File: config.mk
export PLATFORM = sky130hd
export DESIGN_NAME = ocl_cfg_top
export DESIGN_NICKNAME = d
export VERILOG_FILES = /design/src/hw/ocl_axil_pkg.sv /design/src/hw/ocl_cfg_pkg.sv /design/src/hw/cfg_scratch_regs.sv /design/src/hw/cfg_lfsr_tst.sv /design/src/hw/ocl_slv.sv /design/src/hw/ocl_cfg_top.sv
export SDC_FILE = /design/constraint.sdc
export NUM_CORES = 1
export LEC_CHECK = 0
export BUFFER_PORTS_ARGS = -buffer_cell sky130_fd_sc_hd__buf_4
export CAP_MARGIN = 20
export CORE_UTILIZATION = 40
export CTS_BUF_LIST = sky130_fd_sc_hd__clkbuf_4
export CTS_CLUSTER_DIAMETER = 200
export DETAILED_ROUTE_END_ITERATION = 7
export SYNTH_ARGS = -nofsm -noshare
export SYNTH_HDL_FRONTEND = slang
export SYNTH_HIERARCHICAL = 1
export SYNTH_SLANG_ARGS = --single-unit
File: constraint.sdc
create_clock -name clk -period 3.66 [get_ports clk]
set_input_delay 0.366 -clock clk [delete_from_list [all_inputs] [get_ports clk]]
set_output_delay 0.366 -clock clk [all_outputs]
set_load 0.005 [all_outputs]
File: src/hw/ocl_axil_pkg.sv
`default_nettype none

package ocl_axil_pkg;

   localparam int AXIL_ADDR_W = 32;
   localparam int AXIL_DATA_W = 32;
   localparam int AXIL_STRB_W = AXIL_DATA_W / 8;

   typedef logic [AXIL_ADDR_W-1:0] axil_addr_t;
   typedef logic [AXIL_DATA_W-1:0] axil_data_t;
   typedef logic [1:0]             axil_resp_t;

   localparam axil_resp_t AXIL_RESP_OKAY   = 2'd0;
   localparam axil_resp_t AXIL_RESP_SLVERR = 2'd2;

   // Host to slave
   typedef struct packed {
      axil_addr_t             awaddr;
      logic                   awvalid;
      axil_data_t             wdata;
      logic [AXIL_STRB_W-1:0] wstrb;     // Targets write whole words
      logic                   wvalid;
      axil_addr_t             araddr;
      logic                   arvalid;
      logic                   bready;
      logic                   rready;
   } axil_req_t;

   // Slave to host
   typedef struct packed {
      logic       awready;
      logic       wready;
      logic       arready;
      axil_resp_t bresp;
      logic       bvalid;
      axil_data_t rdata;
      axil_resp_t rresp;
      logic       rvalid;
   } axil_rsp_t;

endpackage

`default_nettype wire

File: src/hw/ocl_cfg_pkg.sv
`default_nettype none

package ocl_cfg_pkg;

   localparam int CFG_ADDR_W = 32;
   localparam int CFG_DATA_W = 32;

   typedef logic [CFG_ADDR_W-1:0] cfg_addr_t;
   typedef logic [CFG_DATA_W-1:0] cfg_data_t;
   typedef logic [7:0]            cfg_sel_t;
   typedef logic [1:0]            cfg_ofs_t;     // Word index inside a target

   typedef struct packed {
      cfg_addr_t addr;
      cfg_data_t wdata;
      logic      wr;
      logic      rd;
   } cfg_req_t;

   typedef struct packed {
      logic      ack;
      cfg_data_t rdata;
   } cfg_rsp_t;

   // ---------------------------------------------------------------------
   // Address map, 256 bytes per target
   // ---------------------------------------------------------------------
   localparam int       CFG_SEL_LSB = 8;
   localparam int       CFG_OFS_LSB = 2;
   localparam cfg_sel_t SEL_SCRATCH = 8'd0;
   localparam cfg_sel_t SEL_LFSR    = 8'd1;

   localparam cfg_data_t UNMAPPED_RDATA = 32'hbad0_bad0;

   // Test blocks
   localparam int        SCRATCH_REGS    = 4;
   localparam cfg_ofs_t  LFSR_OFS_SEED   = 2'd0;   // Byte offset 0
   localparam cfg_ofs_t  LFSR_OFS_DATA   = 2'd1;   // Byte offset 4
   localparam cfg_data_t LFSR_TAPS       = 32'h0040_0007;
   localparam cfg_data_t LFSR_RESET_SEED = 32'h0000_0001;

endpackage

`default_nettype wire

File: src/hw/cfg_scratch_regs.sv
`timescale 1ns/1ps
`default_nettype none

module cfg_scratch_regs (
   input  logic                  clk,
   input  logic                  sync_rst_n,
   input  ocl_cfg_pkg::cfg_req_t cfg_req,
   output ocl_cfg_pkg::cfg_rsp_t cfg_rsp
);

   import ocl_cfg_pkg::*;

   cfg_data_t scratch [SCRATCH_REGS];
   cfg_ofs_t  reg_idx;
   logic      ack_q;
   cfg_data_t rdata_q;

   assign reg_idx = cfg_req.addr[CFG_OFS_LSB +: $bits(cfg_ofs_t)];

   // Register file
   always_ff @(posedge clk)
      if (!sync_rst_n)
         scratch <= '{default: '0};
      else if (cfg_req.wr)
         scratch[reg_idx] <= cfg_req.wdata;

   always_ff @(posedge clk)
      if (cfg_req.rd)
         rdata_q <= scratch[reg_idx];

   // Ack one cycle after either pulse
   always_ff @(posedge clk)
      if (!sync_rst_n)
         ack_q <= 1'b0;
      else
         ack_q <= cfg_req.wr || cfg_req.rd;

   assign cfg_rsp.ack   = ack_q;
   assign cfg_rsp.rdata = rdata_q;

endmodule

`default_nettype wire

File: src/hw/cfg_lfsr_tst.sv
`timescale 1ns/1ps
`default_nettype none

module cfg_lfsr_tst (
   input  logic                  clk,
   input  logic                  sync_rst_n,
   input  ocl_cfg_pkg::cfg_req_t cfg_req,
   output ocl_cfg_pkg::cfg_rsp_t cfg_rsp
);

   import ocl_cfg_pkg::*;

   cfg_data_t lfsr_q;
   cfg_data_t lfsr_adv;
   cfg_ofs_t  ofs;
   logic      ack_s1;
   logic      ack_s2;
   cfg_data_t rdata_s1;
   cfg_data_t rdata_s2;

   // Shift left, fold taps back in when the MSB falls out
   function automatic cfg_data_t lfsr_next(input cfg_data_t cur);
      cfg_data_t shifted;
      shifted = {cur[CFG_DATA_W-2:0], 1'b0};
      return cur[CFG_DATA_W-1] ? (shifted ^ LFSR_TAPS) : shifted;
   endfunction

   assign ofs      = cfg_req.addr[CFG_OFS_LSB +: $bits(cfg_ofs_t)];
   assign lfsr_adv = lfsr_next(lfsr_q);

   always_ff @(posedge clk)
      if (!sync_rst_n)
         lfsr_q <= LFSR_RESET_SEED;
      else if (cfg_req.wr && (ofs == LFSR_OFS_SEED))
         lfsr_q <= cfg_req.wdata;    // New seed
      else if (cfg_req.rd && (ofs == LFSR_OFS_DATA))
         lfsr_q <= lfsr_adv;

   // ---------------------------------------------------------------------
   // Two-stage response pipe
   // ---------------------------------------------------------------------
   always_ff @(posedge clk)
      if (cfg_req.rd)
      begin
         case (ofs)
            LFSR_OFS_SEED:
               rdata_s1 <= lfsr_q;
            LFSR_OFS_DATA:
               rdata_s1 <= lfsr_adv;   // Value after the advance
            default:
               rdata_s1 <= '0;
         endcase
      end

   always_ff @(posedge clk)
      rdata_s2 <= rdata_s1;

   always_ff @(posedge clk)
      if (!sync_rst_n)
      begin
         ack_s1 <= 1'b0;
         ack_s2 <= 1'b0;
      end
      else
      begin
         ack_s1 <= cfg_req.wr || cfg_req.rd;
         ack_s2 <= ack_s1;
      end

   assign cfg_rsp.ack   = ack_s2;
   assign cfg_rsp.rdata = rdata_s2;

endmodule

`default_nettype wire

File: src/hw/ocl_slv.sv
`timescale 1ns/1ps
`default_nettype none

module ocl_slv (
   input  logic                    clk,
   input  logic                    sync_rst_n,
   input  logic                    flr_assert,
   input  ocl_axil_pkg::axil_req_t axil_req,
   output ocl_axil_pkg::axil_rsp_t axil_rsp,
   output ocl_cfg_pkg::cfg_req_t   scratch_req,
   input  ocl_cfg_pkg::cfg_rsp_t   scratch_rsp,
   output ocl_cfg_pkg::cfg_req_t   lfsr_req,
   input  ocl_cfg_pkg::cfg_rsp_t   lfsr_rsp
);

   import ocl_axil_pkg::*;
   import ocl_cfg_pkg::*;

   typedef enum logic [1:0] {
      IDLE,
      WR_ADDR,
      CYC,
      RESP
   } slv_state_t;

   slv_state_t slv_state;
   slv_state_t slv_state_nxt;

   logic       cyc_wr;          // Winner of the access, 1 = write
   axil_addr_t cyc_addr;
   cfg_sel_t   cyc_sel;
   logic       scratch_hit;
   logic       lfsr_hit;
   logic       sel_hit;
   logic       req_valid;
   logic       rsp_ready;
   logic       did_req;
   logic       issue;
   logic       ack_mx;
   cfg_data_t  rdata_mx;
   logic       cyc_done;
   logic       cyc_exit;
   cfg_data_t  rdata_q;
   cfg_addr_t  req_addr_q;
   cfg_data_t  req_wdata_q;
   logic       scratch_wr_q;
   logic       scratch_rd_q;
   logic       lfsr_wr_q;
   logic       lfsr_rd_q;
   logic       awready_q;
   logic       wready_q;
   logic       arready_q;

   assign req_valid = cyc_wr ? axil_req.wvalid : 1'b1;   // Reads need no data phase
   assign rsp_ready = cyc_wr ? axil_req.bready : axil_req.rready;

   // ---------------------------------------------------------------------
   // Winner and address latch
   // ---------------------------------------------------------------------
   always_ff @(posedge clk)
      if (!sync_rst_n)
         cyc_wr <= 1'b0;
      else if (slv_state == IDLE)
         cyc_wr <= axil_req.awvalid;   // Writes have priority

   always_ff @(posedge clk)
      if ((slv_state == IDLE) && (axil_req.awvalid || axil_req.arvalid))
         cyc_addr <= axil_req.awvalid ? axil_req.awaddr : axil_req.araddr;

   assign cyc_sel     = cyc_addr[CFG_SEL_LSB +: $bits(cfg_sel_t)];
   assign scratch_hit = (cyc_sel == SEL_SCRATCH);
   assign lfsr_hit    = (cyc_sel == SEL_LFSR);
   assign sel_hit     = scratch_hit || lfsr_hit;

   // ---------------------------------------------------------------------
   // State machine
   // ---------------------------------------------------------------------
   always_comb
   begin
      slv_state_nxt = slv_state;
      if (flr_assert)
         slv_state_nxt = IDLE;
      else
      begin
         case (slv_state)
            IDLE:
            begin
               if (axil_req.awvalid)
                  slv_state_nxt = WR_ADDR;
               else if (axil_req.arvalid)
                  slv_state_nxt = CYC;
            end
            WR_ADDR:
               slv_state_nxt = CYC;
            CYC:
            begin
               if (cyc_done)
                  slv_state_nxt = RESP;
            end
            RESP:
            begin
               if (rsp_ready)
                  slv_state_nxt = IDLE;
            end
            default:
               slv_state_nxt = IDLE;
         endcase
      end
   end

   always_ff @(posedge clk)
      if (!sync_rst_n)
         slv_state <= IDLE;
      else
         slv_state <= slv_state_nxt;

   // ---------------------------------------------------------------------
   // Config bus request
   // ---------------------------------------------------------------------
   assign issue = (slv_state == CYC) && req_valid && !did_req && sel_hit && !flr_assert;

   always_ff @(posedge clk)
      if (!sync_rst_n)
         did_req <= 1'b0;
      else if (slv_state == IDLE)
         did_req <= 1'b0;
      else if (issue)
         did_req <= 1'b1;

   always_ff @(posedge clk)
      if (issue)
      begin
         req_addr_q  <= cyc_addr;
         req_wdata_q <= axil_req.wdata;
      end

   // One-cycle pulses, only to the selected target
   always_ff @(posedge clk)
      if (!sync_rst_n)
      begin
         scratch_wr_q <= 1'b0;
         scratch_rd_q <= 1'b0;
         lfsr_wr_q    <= 1'b0;
         lfsr_rd_q    <= 1'b0;
      end
      else
      begin
         scratch_wr_q <= issue && cyc_wr && scratch_hit;
         scratch_rd_q <= issue && !cyc_wr && scratch_hit;
         lfsr_wr_q    <= issue && cyc_wr && lfsr_hit;
         lfsr_rd_q    <= issue && !cyc_wr && lfsr_hit;
      end

   assign scratch_req.addr  = req_addr_q;
   assign scratch_req.wdata = req_wdata_q;
   assign scratch_req.wr    = scratch_wr_q;
   assign scratch_req.rd    = scratch_rd_q;

   assign lfsr_req.addr  = req_addr_q;
   assign lfsr_req.wdata = req_wdata_q;
   assign lfsr_req.wr    = lfsr_wr_q;
   assign lfsr_req.rd    = lfsr_rd_q;

   // ---------------------------------------------------------------------
   // Ack and read data combine
   // ---------------------------------------------------------------------
   always_comb
   begin
      ack_mx   = 1'b0;
      rdata_mx = UNMAPPED_RDATA;
      if (scratch_hit)
      begin
         ack_mx   = scratch_rsp.ack;
         rdata_mx = scratch_rsp.rdata;
      end
      else if (lfsr_hit)
      begin
         ack_mx   = lfsr_rsp.ack;
         rdata_mx = lfsr_rsp.rdata;
      end
   end

   // Unmapped select finishes without touching a target
   assign cyc_done = (slv_state == CYC) && (sel_hit ? (did_req && ack_mx) : req_valid);
   assign cyc_exit = (slv_state == CYC) && (slv_state_nxt == RESP);

   always_ff @(posedge clk)
      if (cyc_done)
         rdata_q <= rdata_mx;

   // ---------------------------------------------------------------------
   // AXI-Lite handshakes
   // ---------------------------------------------------------------------
   always_ff @(posedge clk)
      if (!sync_rst_n)
      begin
         awready_q <= 1'b0;
         wready_q  <= 1'b0;
         arready_q <= 1'b0;
      end
      else
      begin
         awready_q <= (slv_state_nxt == WR_ADDR);
         wready_q  <= cyc_exit && cyc_wr;
         arready_q <= cyc_exit && !cyc_wr;
      end

   assign axil_rsp.awready = awready_q;
   assign axil_rsp.wready  = wready_q;
   assign axil_rsp.arready = arready_q;

   assign axil_rsp.bvalid = (slv_state == RESP) && cyc_wr;
   assign axil_rsp.bresp  = sel_hit ? AXIL_RESP_OKAY : AXIL_RESP_SLVERR;
   assign axil_rsp.rvalid = (slv_state == RESP) && !cyc_wr;
   assign axil_rsp.rresp  = sel_hit ? AXIL_RESP_OKAY : AXIL_RESP_SLVERR;
   assign axil_rsp.rdata  = rdata_q;

endmodule

`default_nettype wire

File: src/hw/ocl_cfg_top.sv
`timescale 1ns/1ps
`default_nettype none

module ocl_cfg_top (
   input  logic                    clk,
   input  logic                    sync_rst_n,
   input  logic                    flr_assert,
   input  ocl_axil_pkg::axil_req_t axil_req,
   output ocl_axil_pkg::axil_rsp_t axil_rsp
);

   import ocl_cfg_pkg::*;

   cfg_req_t scratch_req;
   cfg_rsp_t scratch_rsp;
   cfg_req_t lfsr_req;
   cfg_rsp_t lfsr_rsp;

   // Access engine
   ocl_slv ocl_slv_inst (
      .clk         (clk),
      .sync_rst_n  (sync_rst_n),
      .flr_assert  (flr_assert),
      .axil_req    (axil_req),
      .axil_rsp    (axil_rsp),
      .scratch_req (scratch_req),
      .scratch_rsp (scratch_rsp),
      .lfsr_req    (lfsr_req),
      .lfsr_rsp    (lfsr_rsp)
   );

   // Targets
   cfg_scratch_regs cfg_scratch_regs_inst (
      .clk        (clk),
      .sync_rst_n (sync_rst_n),
      .cfg_req    (scratch_req),
      .cfg_rsp    (scratch_rsp)
   );

   cfg_lfsr_tst cfg_lfsr_tst_inst (
      .clk        (clk),
      .sync_rst_n (sync_rst_n),
      .cfg_req    (lfsr_req),
      .cfg_rsp    (lfsr_rsp)
   );

endmodule

`default_nettype wire

# Word level (Yosys, flattened, before mapping)
# Cells that the tools add are included.
# op_classes
n_shift,0
bitwise_logic,3
n_eq_ne,7
muxes,25
n_addsub,0
reduce_logical,33
div_mod_pow,0
n_lt_le_gt_ge,2
n_mul,0
# op_table
cell,count
$mux 32,7
$bwmux 128,1
$bmux 32 s2,1
$demux 32 s2,1
$pmux 32 s2,1
$mux 23,1
$logic_and 1x1->1,21
$mux 16,1
$mux 2,6
$eq 8x1->1 const B,1
$logic_not 8->1,1
$pmux 2 s4,1
$eq 2x1->1 const B,3
$eq 2x2->1 const B,3
$mux 1,5
$logic_not 2->1,2
$logic_or 1x1->1,4
$not 4->4,1
$ge 3x3->1 const B,1
$logic_not 1->1,3
$lt 3x1->1 const B,1
$not 2->3,1
$reduce_bool 2->1,1
$reduce_or 2->1,1
$not 1->1,1
# totals
input_bits,108
output_inout_bits,41
wordCells,95
n_memories,0
reg_bits,354
latch_bits,0
mem_bits_rw,0
rom_bits,0

# Depth between registers and ports, before layout
# depth
depth_word,12
mapped_depth,6
mapped_depth_nobuf,5

# Cells and area by module
# Netlist, hierarchy kept.
# modules_own_cells
module,seq_area_each_um2,area_per_inst_um2,cells_per_inst,instances
cfg_scratch_regs,3543.4,6546.3,528,1
ocl_slv,4063.9,5759.3,360,1
cfg_lfsr_tst,2282.2,3920.0,336,1

# Least setup slack after synthesis
# No wires, ideal clock.
# synth_path
path_kind,register to register
start,register ocl_slv_inst.cyc_addr[14]
end,register ocl_slv_inst.did_req
stages_incl_launch_ff,7
arrival_ns,3.667
required_time_ns,3.593
period_less_slack_ns,3.735
setup_ns,0.067
setup_slack_ns,-0.075
path_buffers,1
cell_sequence,edfxtp_1 nor4_2 and2_1 buf_6 inv_4 nor4_4 o221a_2
# synth_via
elab_chain_len,4
elab_cells_between_ends,5
classes_between,eq/ne (1); reduce/logical (4)
# synth_rtl
item,line,text
"start, declared",ocl_slv.sv:30,axil_addr_t cyc_addr;
"start signal, assigned",ocl_slv.sv:68,cyc_addr <= axil_req.awvalid ? axil_req.awaddr : axil_req.araddr;
$eq 8x1->1 / $logic_not 8->1 (equally long branches),"ocl_slv.sv:72, ocl_slv.sv:71",
$logic_or 1x1->1 *,ocl_slv.sv:73,assign sel_hit = scratch_hit || lfsr_hit;
$logic_and 1x1->1 * (2 in series),ocl_slv.sv:120,assign issue = (slv_state == CYC) && req_valid && !did_req && sel_hit && !flr_assert;
via ocl_slv_inst.issue,ocl_slv.sv:38,logic issue;
"end signal, assigned",ocl_slv.sv:124,did_req <= 1'b0;
"end signal, assigned",ocl_slv.sv:126,did_req <= 1'b0;
"end signal, assigned",ocl_slv.sv:128,did_req <= 1'b1;
"end, declared",ocl_slv.sv:37,logic did_req;
# Mark *: on every way through the listed nets, which the timed path passes. The rest lies on a longest branch.
# A chain may end at the register's enable or synchronous reset.

==> impl_metrics.json <==
{
  "run_status": "complete, no violations",
  "crit-reg2reg-launch": "ocl_slv_inst/cyc_addr[14]$_DFFE_PP_",
  "critical_path_buf_inv_count": 2,
  "synth-warning-count": 6,
  "dpl_worst_slack_ns": 1.32,
  "cts.path.max_buffers": 3,
  "fillers": 3103,
  "grt_overflow": 0,
  "final_critical_path_setup_slack_ns": 1.15,
  "multiInputGateArea_um2": 4920,
  "grt_antenna_before_repair": 2,
  "post-cts-setup-buffers": 0,
  "timing.max_cap.violations": 0,
  "cts.sinks": 346,
  "syn2layout_area_growth_pct": 16.8,
  "max_freq_mhz": 399,
  "critical_path_arrival_ns": 2.14,
  "route.detailed.drc": 0,
  "dieHeight_um": 190,
  "nets": 1370,
  "core_region_area_um2": 34700,
  "critPathMaxFanout": 19,
  "hpwl_mm": 19.0,
  "worst_skew_pair.late_latency_ns": 0.70,
  "syn-instance-count": 1120,
  "num_io_pins": 149,
  "fp.dieArea_um2": 36200,
  "gp_congestion": 0.756,
  "start_kind": "flop",
  "grt_max_degree": 68,
  "crit_path_end_kind": "primary output",
  "final-seq-area_um2": 8330,
  "synthesis.area_per_instance_um2": 12.7,
  "drive_above_1_share_pct": 25.6,
  "antenna_left": 0,
  "tightest_slew_ns": 1.07,
  "ff_to_ff_setup_slack_ns": 1.36,
  "cts_tree": "done",
  "cpMaxStageDelayCell": "edfxtp_1",
  "cts_hold_repair.buffers": 53,
  "fp.dieW_um": 190,
  "detail_route.vias_per_cell": 4.99,
  "layout_min_cycle_time_ns": 2.51,
  "layout_skew_ns": 0.0484,
  "power_density_nw_per_um2": 465,
  "crit_required_ns": 3.29,
  "min_period_over_period_pct": 68.5,
  "category_of_the_most_critical_setup_path": "reg -> out",
  "clock_pin_slew_reported_for_the_worst_setup_and_hold_paths_after_clock_tree_synthesis_ns": 0.06,
  "cts_made_buffers": 88,
  "total_routed_length_mm": 32.5,
  "grt_usage_pct": 18.3,
  "drt-pass1-iter-count": 4,
  "hold_startpoint": "sync_rst_n",
  "grt_setup_unrepaired": "no",
  "hold_ws_ns": 0.142,
  "initial_cell_density_of_the_core_pct": 40.9,
  "worst-r2r-cell-count": 5,
  "hold_path_depth": 2,
  "timing.hold.worst_endpoint": "cfg_lfsr_tst_inst/lfsr_q[0]$_SDFFE_PN1P_",
  "timing_hold_violations_final": 0,
  "maximum_vdd_drop_v": 0.000221,
  "timing.critical_path.max_delay_family": "simple AND/OR/NAND/NOR gates",
  "final_count_of_pins_violating_max_slew": 0,
  "total_leakage_power_nw": 6.96,
  "clock_h_tree_levels": 3,
  "worstPathCellList": "nor4_2, and2_1, inv_4, buf_4",
  "global_route_wire_length_before_repair_mm": 50.5,
  "grt_pass1_vias": 9104,
  "num_vias": 8926,
  "clockRootBuffer": "clkbuf_4",
  "setup_viol": 0,
  "ctsResizeCount": 0,
  "slew-limit-headroom_pct": 28.3,
  "std_cell_rows": 68,
  "route.detailed.wl_per_inst_um": 18.2,
  "timing.setup.tns_ns": 0,
  "drt_first_iter_violations": 514,
  "worstHoldPathType": "in -> reg",
  "worst_path_max_stage_delay_ns": 0.38,
  "numPortBuffers": 98,
  "synth_area_um2": 14200,
  "worstReg2RegEnd": "ocl_slv_inst/req_wdata_q[24]$_DFFE_PP_"
}
registers in the layout (all words and copies together), names as in the netlist, 2 cells and up:
register / count
ocl_slv_inst/req_wdata_q: 32
cfg_scratch_regs_inst/rdata_q: 32
cfg_scratch_regs_inst/scratch: 128
ocl_slv_inst/req_addr_q: 2
ocl_slv_inst/rdata_q: 32
cfg_lfsr_tst_inst/rdata_s1: 32
cfg_lfsr_tst_inst/rdata_s2: 32
ocl_slv_inst/slv_state: 2
cfg_lfsr_tst_inst/lfsr_q: 32
ocl_slv_inst/cyc_addr: 10
worst reg2reg max path, cell delays in order, from the launching register on:
cell      delay [ns]
edfxtp_1        0.38
nor4_2          0.33
and2_1          0.33
inv_4           0.21
nor4_4          0.28
buf_4           0.42
through the flow:
step                      total power [mW]  utilization [%]  area, µm²  std cells
final                                 7.70             47.7      16600       1789
after CTS                             7.80             47.7      16600       1787
after floorplan                       4.23                -      14200       1121
after global routing                  8.04             47.7      16600       1789
after global placement                4.33             42.7      14800       1573
after detailed placement              4.33             42.8      14900       1574
layout by cell type (no fill, tap or decap), types with 3 or more instances in the layout:
cell type / count
mux2i_1: 206
dfxtp_1: 205
nand2_1: 181
clkbuf_4: 147
edfxtp_1: 140
buf_4: 121
nor2_1: 54
dlygate4sd3_1: 53
o21ai_0: 31
mux4_2: 31
a21oi_1: 26
and3b_1: 16
and3_1: 14
mux2_2: 13
clkinv_1: 10
a211oi_2: 8
a211oi_1: 6
nand2b_1: 4
buf_12: 4
inv_1: 3
nand3b_1: 3
and2_1: 3
nor3_1: 3
report_power, final:
part           internal (mW)  switching [mW]
Sequential              4.02          0.0121
Combinational          0.136           0.131
Clock                   1.87            1.53
worst max path at each step:
stage	slack, ns	cells after the start	end	from
4_1_cts	1.07	4	axil_rsp[2]	ocl_slv_inst/cyc_addr[14]$_DFFE_PP_
6_report	1.15	4	axil_rsp[2]	ocl_slv_inst/cyc_addr[14]$_DFFE_PP_
2_1_floorplan	0.04	4	ocl_slv_inst/rdata_q[0]$_DFFE_PP_	ocl_slv_inst/slv_state[1]$_SDFF_PN0_
3_5_place_dp	1.32	5	ocl_slv_inst/req_wdata_q[24]$_DFFE_PP_	ocl_slv_inst/cyc_addr[14]$_DFFE_PP_
5_1_grt	0.98	4	axil_rsp[37]	ocl_slv_inst/cyc_addr[14]$_DFFE_PP_
3_3_place_gp	1.37	5	ocl_slv_inst/req_wdata_q[25]$_DFFE_PP_	ocl_slv_inst/cyc_addr[14]$_DFFE_PP_
routing by layer:
layer | routed length, µm | vias to the layer above | GRT usage [%]
li1 | - | 4291 | -
met2 | 15600 | 208 | 29.2
met4 | 521 | 0 | 6.74
met1 | 15100 | 4380 | 24.4
met5 | 0 | - | 0
met3 | 1320 | 47 | 3.74
layout make-up:
type / count / share of cell area [%]
Multi-Input combinational cell: 641 / 29.7
Clock buffer: 147 / 6.66
Timing Repair Buffer: 179 / 9.33
Tap cell: 455 / 3.43
Sequential cell: 346 / 50.3
Antenna cell: 2 / 0.0302
Inverter: 6 / 0.151
Clock inverter: 13 / 0.468
Note: power is estimated with default switching activity, not from simulation.
